[config.mk]
export PLATFORM = sky130hd
export DESIGN_NAME = fix_parser_top
export DESIGN_NICKNAME = d
export VERILOG_FILES = /design/src/design/fix_field_pkg.sv /design/src/design/fix_proto_pkg.sv /design/src/design/fix_checksum.sv /design/src/design/fix_field_extractor.sv /design/src/design/fix_parser_top.sv /design/src/design/fix_tokenizer.sv
export SDC_FILE = /design/constraint.sdc
export NUM_CORES = 1
export LEC_CHECK = 0
export BUFFER_PORTS_ARGS = -buffer_cell sky130_fd_sc_hd__buf_4
export CAP_MARGIN = 20
export CORE_MARGIN = 2
export CORE_UTILIZATION = 55
export DETAILED_ROUTE_END_ITERATION = 12
export PLACE_DENSITY = 0.76
export SLEW_MARGIN = 20
export SYNTH_ARGS = -nofsm -noshare
export SYNTH_HDL_FRONTEND = slang
export SYNTH_SLANG_ARGS = --single-unit
[constraint.sdc]
create_clock -name clk -period 5.7 [get_ports clk]
set_input_delay 1.14 -clock clk [delete_from_list [all_inputs] [get_ports clk]]
set_output_delay 1.14 -clock clk [all_outputs]
set_load 0.01 [all_outputs]
[src/design/fix_field_pkg.sv]
// Field storage widths, length limits and field assembly state codes for the FIX parser.
package fix_field_pkg;

	// Tag storage

	localparam int TAG_CHARS = 4; // Characters after the fourth are dropped.
	localparam int TAG_W = 8 * TAG_CHARS; // One byte per kept character.
	localparam int TAG_LEN_W = 3; // Counts tag characters from 0 to 4.

	// Value storage

	localparam int VALUE_CHARS = 32; // Characters after the 32nd are dropped.
	localparam int VALUE_W = 8 * VALUE_CHARS; // One byte per kept character.
	localparam int LEN_W = 6; // Counts value characters from 0 to 32.

	// Checksum

	localparam int SUM_W = 8; // The FIX checksum is the byte sum modulo 256.

	// Field assembly states

	localparam int ST_W = 2;
	localparam logic [ST_W-1:0] ST_IDLE = 2'd0; // Between fields, waiting for a tag character.
	localparam logic [ST_W-1:0] ST_IN_TAG = 2'd1; // Collecting tag characters.
	localparam logic [ST_W-1:0] ST_WAIT_VALUE = 2'd2; // Seen '=' but no value character yet.
	localparam logic [ST_W-1:0] ST_IN_VALUE = 2'd3; // Collecting value characters.

endpackage

[src/design/fix_proto_pkg.sv]
// FIX protocol constants for delimiters, special tag words and ASCII digit conversion.
package fix_proto_pkg;

	// Delimiters

	localparam logic [7:0] SOH_CHAR = 8'h01; // Closes every tag=value field.
	localparam logic [7:0] EQ_CHAR = 8'h3D; // Separates the tag from its value.

	// Digit handling

	localparam logic [7:0] DIGIT_ZERO = 8'h30; // ASCII '0' is subtracted to get a digit value.
	localparam logic [7:0] DIGIT_NINE = 8'h39; // Highest character that still counts as a digit.

	// The trailer carries the sum as exactly three decimal digits.
	localparam int CHECKSUM_DIGITS = 3;

	// Special tags

	// Tag words hold the first character in the low byte.
	// Bytes beyond the last character are zero.
	localparam logic [31:0] TAG_BEGIN_STRING = 32'h0000_0038; // "8" opens the header.
	localparam logic [31:0] TAG_CHECKSUM = 32'h0000_3031; // "10" is the trailer.

endpackage

[src/design/fix_checksum.sv]
// FIX checksum unit that sums message bytes modulo 256 and checks the sum against the trailer.
`timescale 1ns/1ns

module fix_checksum import fix_proto_pkg::*, fix_field_pkg::*; (
	input  logic               clk,
	input  logic               rst,
	input  logic [7:0]         byte_i,
	input  logic               any_byte_i,
	input  logic               field_end_i,
	input  logic               end_of_body_i,
	input  logic [VALUE_W-1:0] value_i,
	input  logic [LEN_W-1:0]   value_len_i,
	output logic               checksum_ok_o,
	output logic               checksum_bad_o
);

	logic [SUM_W-1:0] run_sum; // All bytes of the current message so far.
	logic [SUM_W-1:0] next_sum;
	logic [SUM_W-1:0] field_sum; // Sum through the most recent SOH.
	logic [SUM_W-1:0] body_sum; // Sum through the SOH before that one.
	logic [9:0]       trailer_num; // Three digits give at most 999.
	logic             trailer_digits;
	logic             trailer_match;

	function automatic logic is_digit(input logic [7:0] c);
		return (c >= DIGIT_ZERO) && (c <= DIGIT_NINE);
	endfunction

	function automatic logic [9:0] digit_val(input logic [7:0] c);
		logic [7:0] d;
		d = c - DIGIT_ZERO;
		return {6'd0, d[3:0]};
	endfunction

	assign next_sum = run_sum + byte_i;

	// The trailer value is hundreds in byte 0, tens in byte 1 and units in byte 2.
	assign trailer_digits = (value_len_i == LEN_W'(CHECKSUM_DIGITS)) &&
		is_digit(value_i[7:0]) && is_digit(value_i[15:8]) && is_digit(value_i[23:16]);
	assign trailer_num = digit_val(value_i[7:0]) * 10'd100 +
		digit_val(value_i[15:8]) * 10'd10 + digit_val(value_i[23:16]);
	assign trailer_match = trailer_digits && (trailer_num == 10'(body_sum));

	// The first byte of the next message may arrive together with end_of_body.
	always_ff @(posedge clk) begin
		if (rst) begin
			run_sum <= '0;
		end else if (end_of_body_i) begin
			run_sum <= any_byte_i ? byte_i : '0;
		end else if (any_byte_i) begin
			run_sum <= next_sum;
		end
	end

	// end_of_body lags the trailer SOH by one cycle, so the trailer has already
	// moved into field_sum and body_sum still ends just before "10=".
	always_ff @(posedge clk) begin
		if (rst) begin
			field_sum <= '0;
			body_sum <= '0;
		end else if (field_end_i) begin
			field_sum <= next_sum; // Includes this SOH.
			body_sum <= field_sum;
		end
	end

	always_ff @(posedge clk) begin
		if (rst) begin
			checksum_ok_o <= 1'b0;
			checksum_bad_o <= 1'b0;
		end else begin
			checksum_ok_o <= end_of_body_i && trailer_match;
			checksum_bad_o <= end_of_body_i && !trailer_match; // Wrong length or non-digit is bad.
		end
	end

endmodule

[src/design/fix_field_extractor.sv]
// FIX field extractor FSM that assembles tag and value and marks header start and body end.
`timescale 1ns/1ns

module fix_field_extractor import fix_proto_pkg::*, fix_field_pkg::*; (
	input  logic               clk,
	input  logic               rst,
	input  logic [7:0]         byte_i,
	input  logic               tag_byte_i,
	input  logic               value_byte_i,
	input  logic               tag_end_i,
	input  logic               field_end_i,
	output logic [TAG_W-1:0]   tag_o,
	output logic [VALUE_W-1:0] value_o,
	output logic [LEN_W-1:0]   value_len_o,
	output logic               field_valid_o,
	output logic               start_of_header_o,
	output logic               end_of_body_o
);

	logic [ST_W-1:0]      state;
	logic [TAG_W-1:0]     tag_acc; // Tag under construction, first character in byte 0.
	logic [VALUE_W-1:0]   value_acc; // Value under construction, first character in byte 0.
	logic [TAG_LEN_W-1:0] tag_cnt; // Next free tag byte, saturates at TAG_CHARS.
	logic [LEN_W-1:0]     value_cnt; // Next free value byte, saturates at VALUE_CHARS.
	logic                 field_done;

	// A field only completes once a tag has started.
	// A stray SOH between fields is ignored.
	assign field_done = field_end_i && (state != ST_IDLE);

	always_ff @(posedge clk) begin
		if (rst) begin
			state <= ST_IDLE;
		end else begin
			case (state)
				ST_IDLE: begin
					if (tag_byte_i) begin
						state <= ST_IN_TAG;
					end
				end
				ST_IN_TAG: begin
					if (field_end_i) begin
						state <= ST_IDLE; // Field without '=' ends with an empty value.
					end else if (tag_end_i) begin
						state <= ST_WAIT_VALUE;
					end
				end
				ST_WAIT_VALUE: begin
					if (field_end_i) begin
						state <= ST_IDLE;
					end else if (value_byte_i) begin
						state <= ST_IN_VALUE;
					end
				end
				ST_IN_VALUE: begin
					if (field_end_i) begin
						state <= ST_IDLE;
					end
				end
				default: begin
					state <= ST_IDLE;
				end
			endcase
		end
	end

	// Working storage. The first tag character of a field clears whatever the
	// previous field left in the high bytes.
	always_ff @(posedge clk) begin
		case (state)
			ST_IDLE: begin
				if (tag_byte_i) begin
					tag_acc <= {{(TAG_W - 8){1'b0}}, byte_i};
					tag_cnt <= TAG_LEN_W'(1);
					value_acc <= '0;
					value_cnt <= '0;
				end
			end
			ST_IN_TAG: begin
				if (tag_byte_i && (tag_cnt < TAG_CHARS)) begin
					tag_acc[8 * tag_cnt +: 8] <= byte_i;
					tag_cnt <= tag_cnt + 1'b1;
				end
			end
			ST_WAIT_VALUE, ST_IN_VALUE: begin
				if (value_byte_i && (value_cnt < VALUE_CHARS)) begin
					value_acc[8 * value_cnt +: 8] <= byte_i; // Extra characters are dropped.
					value_cnt <= value_cnt + 1'b1;
				end
			end
			default: begin
			end
		endcase
	end

	// Results hold steady from one field_valid pulse to the next.
	always_ff @(posedge clk) begin
		if (rst) begin
			tag_o <= '0;
			value_o <= '0;
			value_len_o <= '0;
			field_valid_o <= 1'b0;
			start_of_header_o <= 1'b0;
			end_of_body_o <= 1'b0;
		end else begin
			field_valid_o <= field_done;
			start_of_header_o <= field_done && (tag_acc == TAG_BEGIN_STRING);
			end_of_body_o <= field_done && (tag_acc == TAG_CHECKSUM);
			if (field_done) begin
				tag_o <= tag_acc;
				value_o <= value_acc;
				value_len_o <= value_cnt;
			end
		end
	end

endmodule

[src/design/fix_parser_top.sv]
// FIX parser top level joining the tokenizer, field extractor and checksum unit.
`timescale 1ns/1ns

module fix_parser_top import fix_field_pkg::*; (
	input  logic               clk,
	input  logic               rst,
	input  logic               in_valid_i,
	input  logic [7:0]         in_byte_i,
	output logic [TAG_W-1:0]   tag_o,
	output logic [VALUE_W-1:0] value_o,
	output logic [LEN_W-1:0]   value_len_o,
	output logic               field_valid_o,
	output logic               start_of_header_o,
	output logic               end_of_body_o,
	output logic               checksum_ok_o,
	output logic               checksum_bad_o
);

	logic [7:0] tok_byte; // Input byte delayed to match the token strobes.
	logic       tag_byte;
	logic       value_byte;
	logic       tag_end;
	logic       field_end;
	logic       any_byte;

	fix_tokenizer u_tokenizer (
		.clk          (clk),
		.rst          (rst),
		.in_valid_i   (in_valid_i),
		.in_byte_i    (in_byte_i),
		.byte_o       (tok_byte),
		.any_byte_o   (any_byte),
		.tag_byte_o   (tag_byte),
		.value_byte_o (value_byte),
		.tag_end_o    (tag_end),
		.field_end_o  (field_end)
	);

	fix_field_extractor u_extractor (
		.clk               (clk),
		.rst               (rst),
		.byte_i            (tok_byte),
		.tag_byte_i        (tag_byte),
		.value_byte_i      (value_byte),
		.tag_end_i         (tag_end),
		.field_end_i       (field_end),
		.tag_o             (tag_o),
		.value_o           (value_o),
		.value_len_o       (value_len_o),
		.field_valid_o     (field_valid_o),
		.start_of_header_o (start_of_header_o),
		.end_of_body_o     (end_of_body_o)
	);

	// The checksum unit reads the trailer straight from the extractor outputs.
	fix_checksum u_checksum (
		.clk            (clk),
		.rst            (rst),
		.byte_i         (tok_byte),
		.any_byte_i     (any_byte),
		.field_end_i    (field_end),
		.end_of_body_i  (end_of_body_o),
		.value_i        (value_o),
		.value_len_i    (value_len_o),
		.checksum_ok_o  (checksum_ok_o),
		.checksum_bad_o (checksum_bad_o)
	);

endmodule

[src/design/fix_tokenizer.sv]
// FIX tokenizer that classifies each input byte as tag byte, value byte, tag end or field end.
`timescale 1ns/1ns

module fix_tokenizer import fix_proto_pkg::*; (
	input  logic       clk,
	input  logic       rst,
	input  logic       in_valid_i,
	input  logic [7:0] in_byte_i,
	output logic [7:0] byte_o,
	output logic       any_byte_o,
	output logic       tag_byte_o,
	output logic       value_byte_o,
	output logic       tag_end_o,
	output logic       field_end_o
);

	logic in_value; // High once the current field has passed its '='.
	logic is_soh;
	logic is_eq;

	assign is_soh = (in_byte_i == SOH_CHAR);
	assign is_eq = (in_byte_i == EQ_CHAR);

	// Phase tracking. Only the first '=' of a field moves to the value phase,
	// and any SOH starts a new field in the tag phase.
	always_ff @(posedge clk) begin
		if (rst) begin
			in_value <= 1'b0; // A new stream always begins with a tag.
		end else if (in_valid_i) begin
			if (is_soh) begin
				in_value <= 1'b0;
			end else if (is_eq) begin
				in_value <= 1'b1; // A later '=' in the value leaves the phase unchanged.
			end
		end
	end

	// Registered strobes, one cycle behind the input byte.
	always_ff @(posedge clk) begin
		if (rst) begin
			any_byte_o <= 1'b0;
			tag_byte_o <= 1'b0;
			value_byte_o <= 1'b0;
			tag_end_o <= 1'b0;
			field_end_o <= 1'b0;
		end else begin
			any_byte_o <= in_valid_i; // Delimiters count toward the checksum too.
			field_end_o <= in_valid_i && is_soh;
			tag_end_o <= in_valid_i && is_eq && !in_value;
			tag_byte_o <= in_valid_i && !is_soh && !is_eq && !in_value;
			value_byte_o <= in_valid_i && !is_soh && in_value; // '=' inside a value is data.
		end
	end

	// Byte copy that lines up with the strobes above.
	always_ff @(posedge clk) begin
		if (in_valid_i) begin
			byte_o <= in_byte_i;
		end
	end

endmodule

Word-level counts from Yosys, hierarchy flattened
Cells that the tools add are included.

$add $sub $neg: 10. $mul: 2. Order comparisons: 8. Eq/ne operators: 15. Shift-type cells: 4. Mux-type cells: 26. Reductions and logical operators: 36.

Operators with widths (number): $mux 256 (2); $pmux 256 s2 (1); $bwmux 256 (1); $shift 8x34->256 const A (1); $shiftx 8x34->256 (1); $mux 32 (2); $pmux 32 s2 (1); $neg 6->34 (1); $neg 9->34 (1); $shift 8x34->32 const A (1); $shiftx 8x34->32 (1); $bwmux 32 (1); $eq 32x14->1 const B (1); $eq 32x6->1 const B (1); $ge 8x6->1 const B (3); $le 8x6->1 const B (3); $mux 8 (3); $logic_and 1x1->1 (21); $mux 2 (6); $mux 6 (2); $pmux 6 s2 (1); $sub 4x1->4 const B (3); $add 10x4->10 (1); $add 10x8->10 (1); other kinds (27) (41).

Register bits after elaboration: 636. Output and inout port bits: 299.

Logic depth before layout (Yosys ltp)
Depth in word-level cells: 8. Gate-level depth with buffers: 14.

By module
From an unflattened synthesis, not the netlist that was laid out.

Cells, all modules: 2742. Area, all modules: 27415.0 µm².

Modules (own cells, without submodules): fix_field_extractor (instances 1, cells an instance 2465, area an instance 24756.2 µm², sequential area each 14904.3 µm²); fix_checksum (instances 1, cells an instance 249, area an instance 2199.6 µm², sequential area each 520.5 µm²); fix_tokenizer (instances 1, cells an instance 28, area an instance 459.2 µm², sequential area each 360.3 µm²).

Worst setup path before layout
OpenSTA, ideal clock, no wires.

Kind: reg2reg. From: register u_extractor.state[1]. To: register u_extractor.value_acc[0], enable pin. Library setup time: 0.531 ns. Data arrival time: 4.422 ns. Required time: 5.169 ns. Slack: 0.747 ns. Cell stages (with the launch flop): 7. Path buffers: 2. Period minus slack after synthesis: 4.953 ns. Cells stage by stage: dfxtp_1 clkbuf_1 inv_1 clkbuf_1 nand2_1 nor2_1 a31o_2.

Cells in the longest elaborated chain, start to end: 4.

Ends and longest elaborated chain: from (decl) (line fix_field_extractor.sv:20) `logic [ST_W-1:0] state;`; from (signal assigned) (line fix_field_extractor.sv:33) `state <= ST_IDLE;`; from (signal assigned) (line fix_field_extractor.sv:38) `state <= ST_IN_TAG;`; from (signal assigned) (line fix_field_extractor.sv:43) `state <= ST_IDLE;`; $eq 2x2->1 (line fix_field_extractor.sv:70) `case (state)`; $reduce_or 2->1 (line fix_field_extractor.sv:70); $ne 2x1->1 (no line) or $reduce_bool 2->1 (tied branches); $reduce_and 3->1 (no line) (*); to (signal, indexed assignment) (line fix_field_extractor.sv:87) `value_acc[8 * value_cnt +: 8] <= byte_i;`; to (decl) (line fix_field_extractor.sv:22) `logic [VALUE_W-1:0] value_acc;`.

Mark *: on every way between the ends. The rest lies on a longest branch, timed or not. A chain may end at the register's enable or synchronous reset.

Worst setup path after layout
From: register u_extractor.value_cnt[0]. To: register u_extractor.value_acc[64], data pin.

Cells in the longest elaborated chain, start to end: 5.

Ends and longest elaborated chain: from (decl) (line fix_field_extractor.sv:24) `logic [LEN_W-1:0] value_cnt;`; from (signal assigned) (line fix_field_extractor.sv:88) `value_cnt <= value_cnt + 1'b1;`; $neg 9->34 (*) (line fix_field_extractor.sv:87); $shiftx 8x34->256 or $shift 8x34->256 (tied branches) (line fix_field_extractor.sv:87); $bwmux 256 (*) (line fix_field_extractor.sv:87); $mux 256 (*) (line fix_field_extractor.sv:86) `if (value_byte_i && (value_cnt < VALUE_CHARS)) begin`; $pmux 256 s2 (*) (line fix_field_extractor.sv:70).

Mark *: on every way between the ends. The rest lies on a longest branch, timed or not. The select of a mux whose other input is x is not followed.

==> flow_summary.toml <==
[synth]
avgSynthCellArea_um2 = 9.86
synthSimpleGateAreaFrac = 0.192
synth-edff-count = 305
synth_area_um2 = 27600
muxShareOfSynthArea = 0.104
ys_seq_area_frac = 0.571
ys_ff_latch = 636
synth_compound_area_frac = 0.0709
synth_warnings = 0
synth_ff_type = "dfxtp_1"
synthAdderAreaFrac = 0.0233
synth_nets = 2863
ys_types = 70
synth_top_family_by_area = "simple AND/OR/NAND/NOR gates"
ys_async_sr_fraction = 0
syn_inst = 2805
synth_xor_xnor_area_share = 0.00946

[power_and_ir_drop]
clock_power_share = 0.450
combPwrFrac = 0.037
p_leak_nw = 12.4
peakVddDrop_v = 0.000261
p_seq_frac = 0.513
p_sw_mw = 2.12
internal-power_mw = 7.56
finalPower_mw = 9.67
switching_share = 0.219
power_density_nw_per_um2 = 297

[clock_tree]
ctsHtreeMaxLevel = 3
cts.sinks = 636
cts-resized-gates = 0
post_cts_buffers = 0
clockRootBuffer = "clkbuf_16"
clk_pin_slew_worst_paths_ns = 0.06
cts_inserted_buffers = 66
cts_hold_buf = 0
clk_path_buf_depth = 3
clk_latency_ns = 0.60
cts_tree = "built"

[sta]
period_share = 0.648
setup_tns_ns = 0
relSlewSlack = 0.246
clock.fmax_mhz = 271
worst_pin_slew_ns = 1.13
maxSlewViolCount = 0
setup_viol = 0
final_hold_viol_count = 0
skew_ns = 0.0336
period_needed_ns = 3.69
grt_setup_unrepaired = "false"

[critical_path]
crit_type = "reg2reg"
worst_setup_path_end_kind = "flop"
r2r_slack_ns = 2.01
path_max_fanout = 14
worstPathRequired_ns = 6.03
arrival_ns = 4.02
worstSetupStartpointType = "flop"

[placed_design]
hpwl_um = 51100
placedInstanceArea_um2 = 30400
routabilityCongestion = 0.870
portBuffers = 309

[floorplanning]
die_width_um = 228
core_area_um2 = 49900
die_h_um = 228
ios = 310
dieArea_um2 = 52100
rows = 82
start_util = 0.554

[run]
maxCapViolations = 0

[drt]
firstDrtPassIters = 5
drc_errors = 0
met2_length_um = 34700
wl_per_cell_um = 20.1
wl_met1_um = 32100
via_count = 21400
top_layer = "met4"
routed_wl_um = 75400
initialDrtViolationCount = 2200
vias_per_cell = 5.72
dr_wl_met3_um = 6420
ant_nets = 0

[worst_hold_path]
min_path_type = "reg2reg"

[final_layout]
drive_gt1_frac = 0.154
fillers = 3935
areaGrowthSynthToFinish_pct = 17.8
multi_input_area_um2 = 11100
fin_area_um2 = 32600
fin_util = 0.653
fin_nets = 3081
antenna_cells = 0
regArea_um2 = 15800

[grt]
grt_max_degree = 177
grt_pass1_vias = 20600
antenna_found_initial = 0
grt_pass1_wl_um = 116000
grt_usage = 0.282
grt_overflow = 0

[run_status]
status = "completed"
-- cells in the mapped netlist (3+ instances only) --
cell type  instances  area [um2]
nand2_1          820        3080
dfxtp_1          331        6630
a21oi_1          322        1610
edfxtp_1         305        9160
mux2i_1          287        2870
nor2_1           207         777
clkbuf_1         157         589
ha_1              41         513
inv_1             31         116
and3_1            30         188
and2_1            27         169
nand3_1           26         130
xnor2_1           20         175
nor3_1            17        85.1
nor2b_1           16         100
nor4_1            13        81.3
buf_1             10        37.5
o21ai_0            9        45.0
nand2_2            8        50.1
xor2_1             8        70.1
a31oi_1            7        43.8
nor2_4             7        78.8
buf_4              6        45.0
fa_1               6         120
nor3b_1            6        45.0
a211oi_1           5        37.5
nand4_1            5        31.3
nor2_8             5         100
buf_2              4        20.0
nor3_4             4        65.1
nor4b_1            4        35.0
o21a_1             4        30.0
or2_1              4        25.0
a21o_1             3        22.5
a221oi_1           3        26.3
nand2b_1           3        18.8
nand3b_1           3        22.5
or3_1              3        18.8
-- flip-flops by register name, indices dropped and copies added (netlist names), 2 cells and up --
register,cells
u_extractor.value_o,256
u_extractor.value_len_o,6
u_checksum.run_sum,8
u_extractor.tag_acc,32
u_extractor.value_cnt,6
u_checksum.field_sum,8
u_extractor.state,2
u_extractor.tag_cnt,3
u_tokenizer.byte_o,8
u_extractor.value_acc,256
u_checksum.body_sum,8
u_extractor.tag_o,32
-- cells in the final DEF, fill, tap and decap left out, drive strengths merged, types with 8 or more instances in the layout --
master	count
nor2b	16
a21oi	322
nor4	14
nor2	221
xnor2	21
clkinv	15
and2	27
nor3	23
buf	328
o21ai	10
nand2	828
dfxtp	331
xor2	8
and3	30
mux2i	287
clkbuf	96
edfxtp	305
ha	41
nand3	26
inv	35
-- layer usage --
metal | GRT usage | up-vias
met2 | 0.444 | 930
met3 | 0.0540 | 135
li1 | - | 9985
met5 | 0 | -
met4 | 0.0960 | 0
met1 | 0.393 | 10400
-- cell families (layout without fill, tap and decap cells) --
family | after synthesis | in the layout
buffers and inverters | 210 | 479
AND/OR/NAND/NOR | 1226 | 1226
XOR/XNOR | 29 | 29
flip-flops | 636 | 636
AO/OA/AOI/OAI | 369 | 369
multiplexers | 287 | 287
adder cells (fa/ha/maj) | 48 | 48
-- final cells by class --
| cell class | instances | share of cell area |
|---|---|---|
| repair buffers | 328 | 0.0783 |
| well taps | 672 | 0.0258 |
| clock buffers | 96 | 0.0602 |
| multi-input cells | 1959 | 0.340 |
| inverters | 32 | 0.00377 |
| flip-flops and latches | 636 | 0.485 |
| clock inverters | 23 | 0.00703 |
-- critical path: stages, from the launching register on --
cell	delay, ns
edfxtp_1	0.61
nor2_1	0.37
nor4b_1	0.29
ha_1	0.48
or4b_1	0.19
nor3_2	0.05
a211oi_4	0.57
or2_1	0.54
mux2i_1	0.27
nor2_1	0.06
-- power by group through the flow --
stage / registers [mW] / logic, mW / clock network, mW
final: 4.96 / 0.361 / 4.35
after global routing: 4.97 / 0.387 / 4.57
after CTS: 4.96 / 0.356 / 4.41
after detailed placement: 5.05 / 0.354 / 0
after global placement: 5.05 / 0.344 / 0
after floorplan: 5.03 / 0.256 / 0
-- metrics by stage --
step,cells,hold slack (ns),worst slack (ns)
2_1_floorplan,2805,0.436,0.747
5_1_grt,3746,0.471,1.73
3_5_place_dp,3627,0.449,2.08
3_3_place_gp,3627,0.444,2.22
6_report,3746,0.453,2.01
4_1_cts,3746,0.457,2.09
-- path summary, 6_finish.rpt --
| check | start | end | depth (start not counted) |
|---|---|---|---|
| max | u_extractor.value_cnt[0] | u_extractor.value_acc[64] | 9 |
| min | u_extractor.value_o[237] | u_extractor.value_o[237] | 2 |
| max reg2reg | u_extractor.value_cnt[0] | u_extractor.value_acc[64] | 9 |
| min reg2reg | u_extractor.value_o[237] | u_extractor.value_o[237] | 2 |
Power figures use the tool's default switching activity.
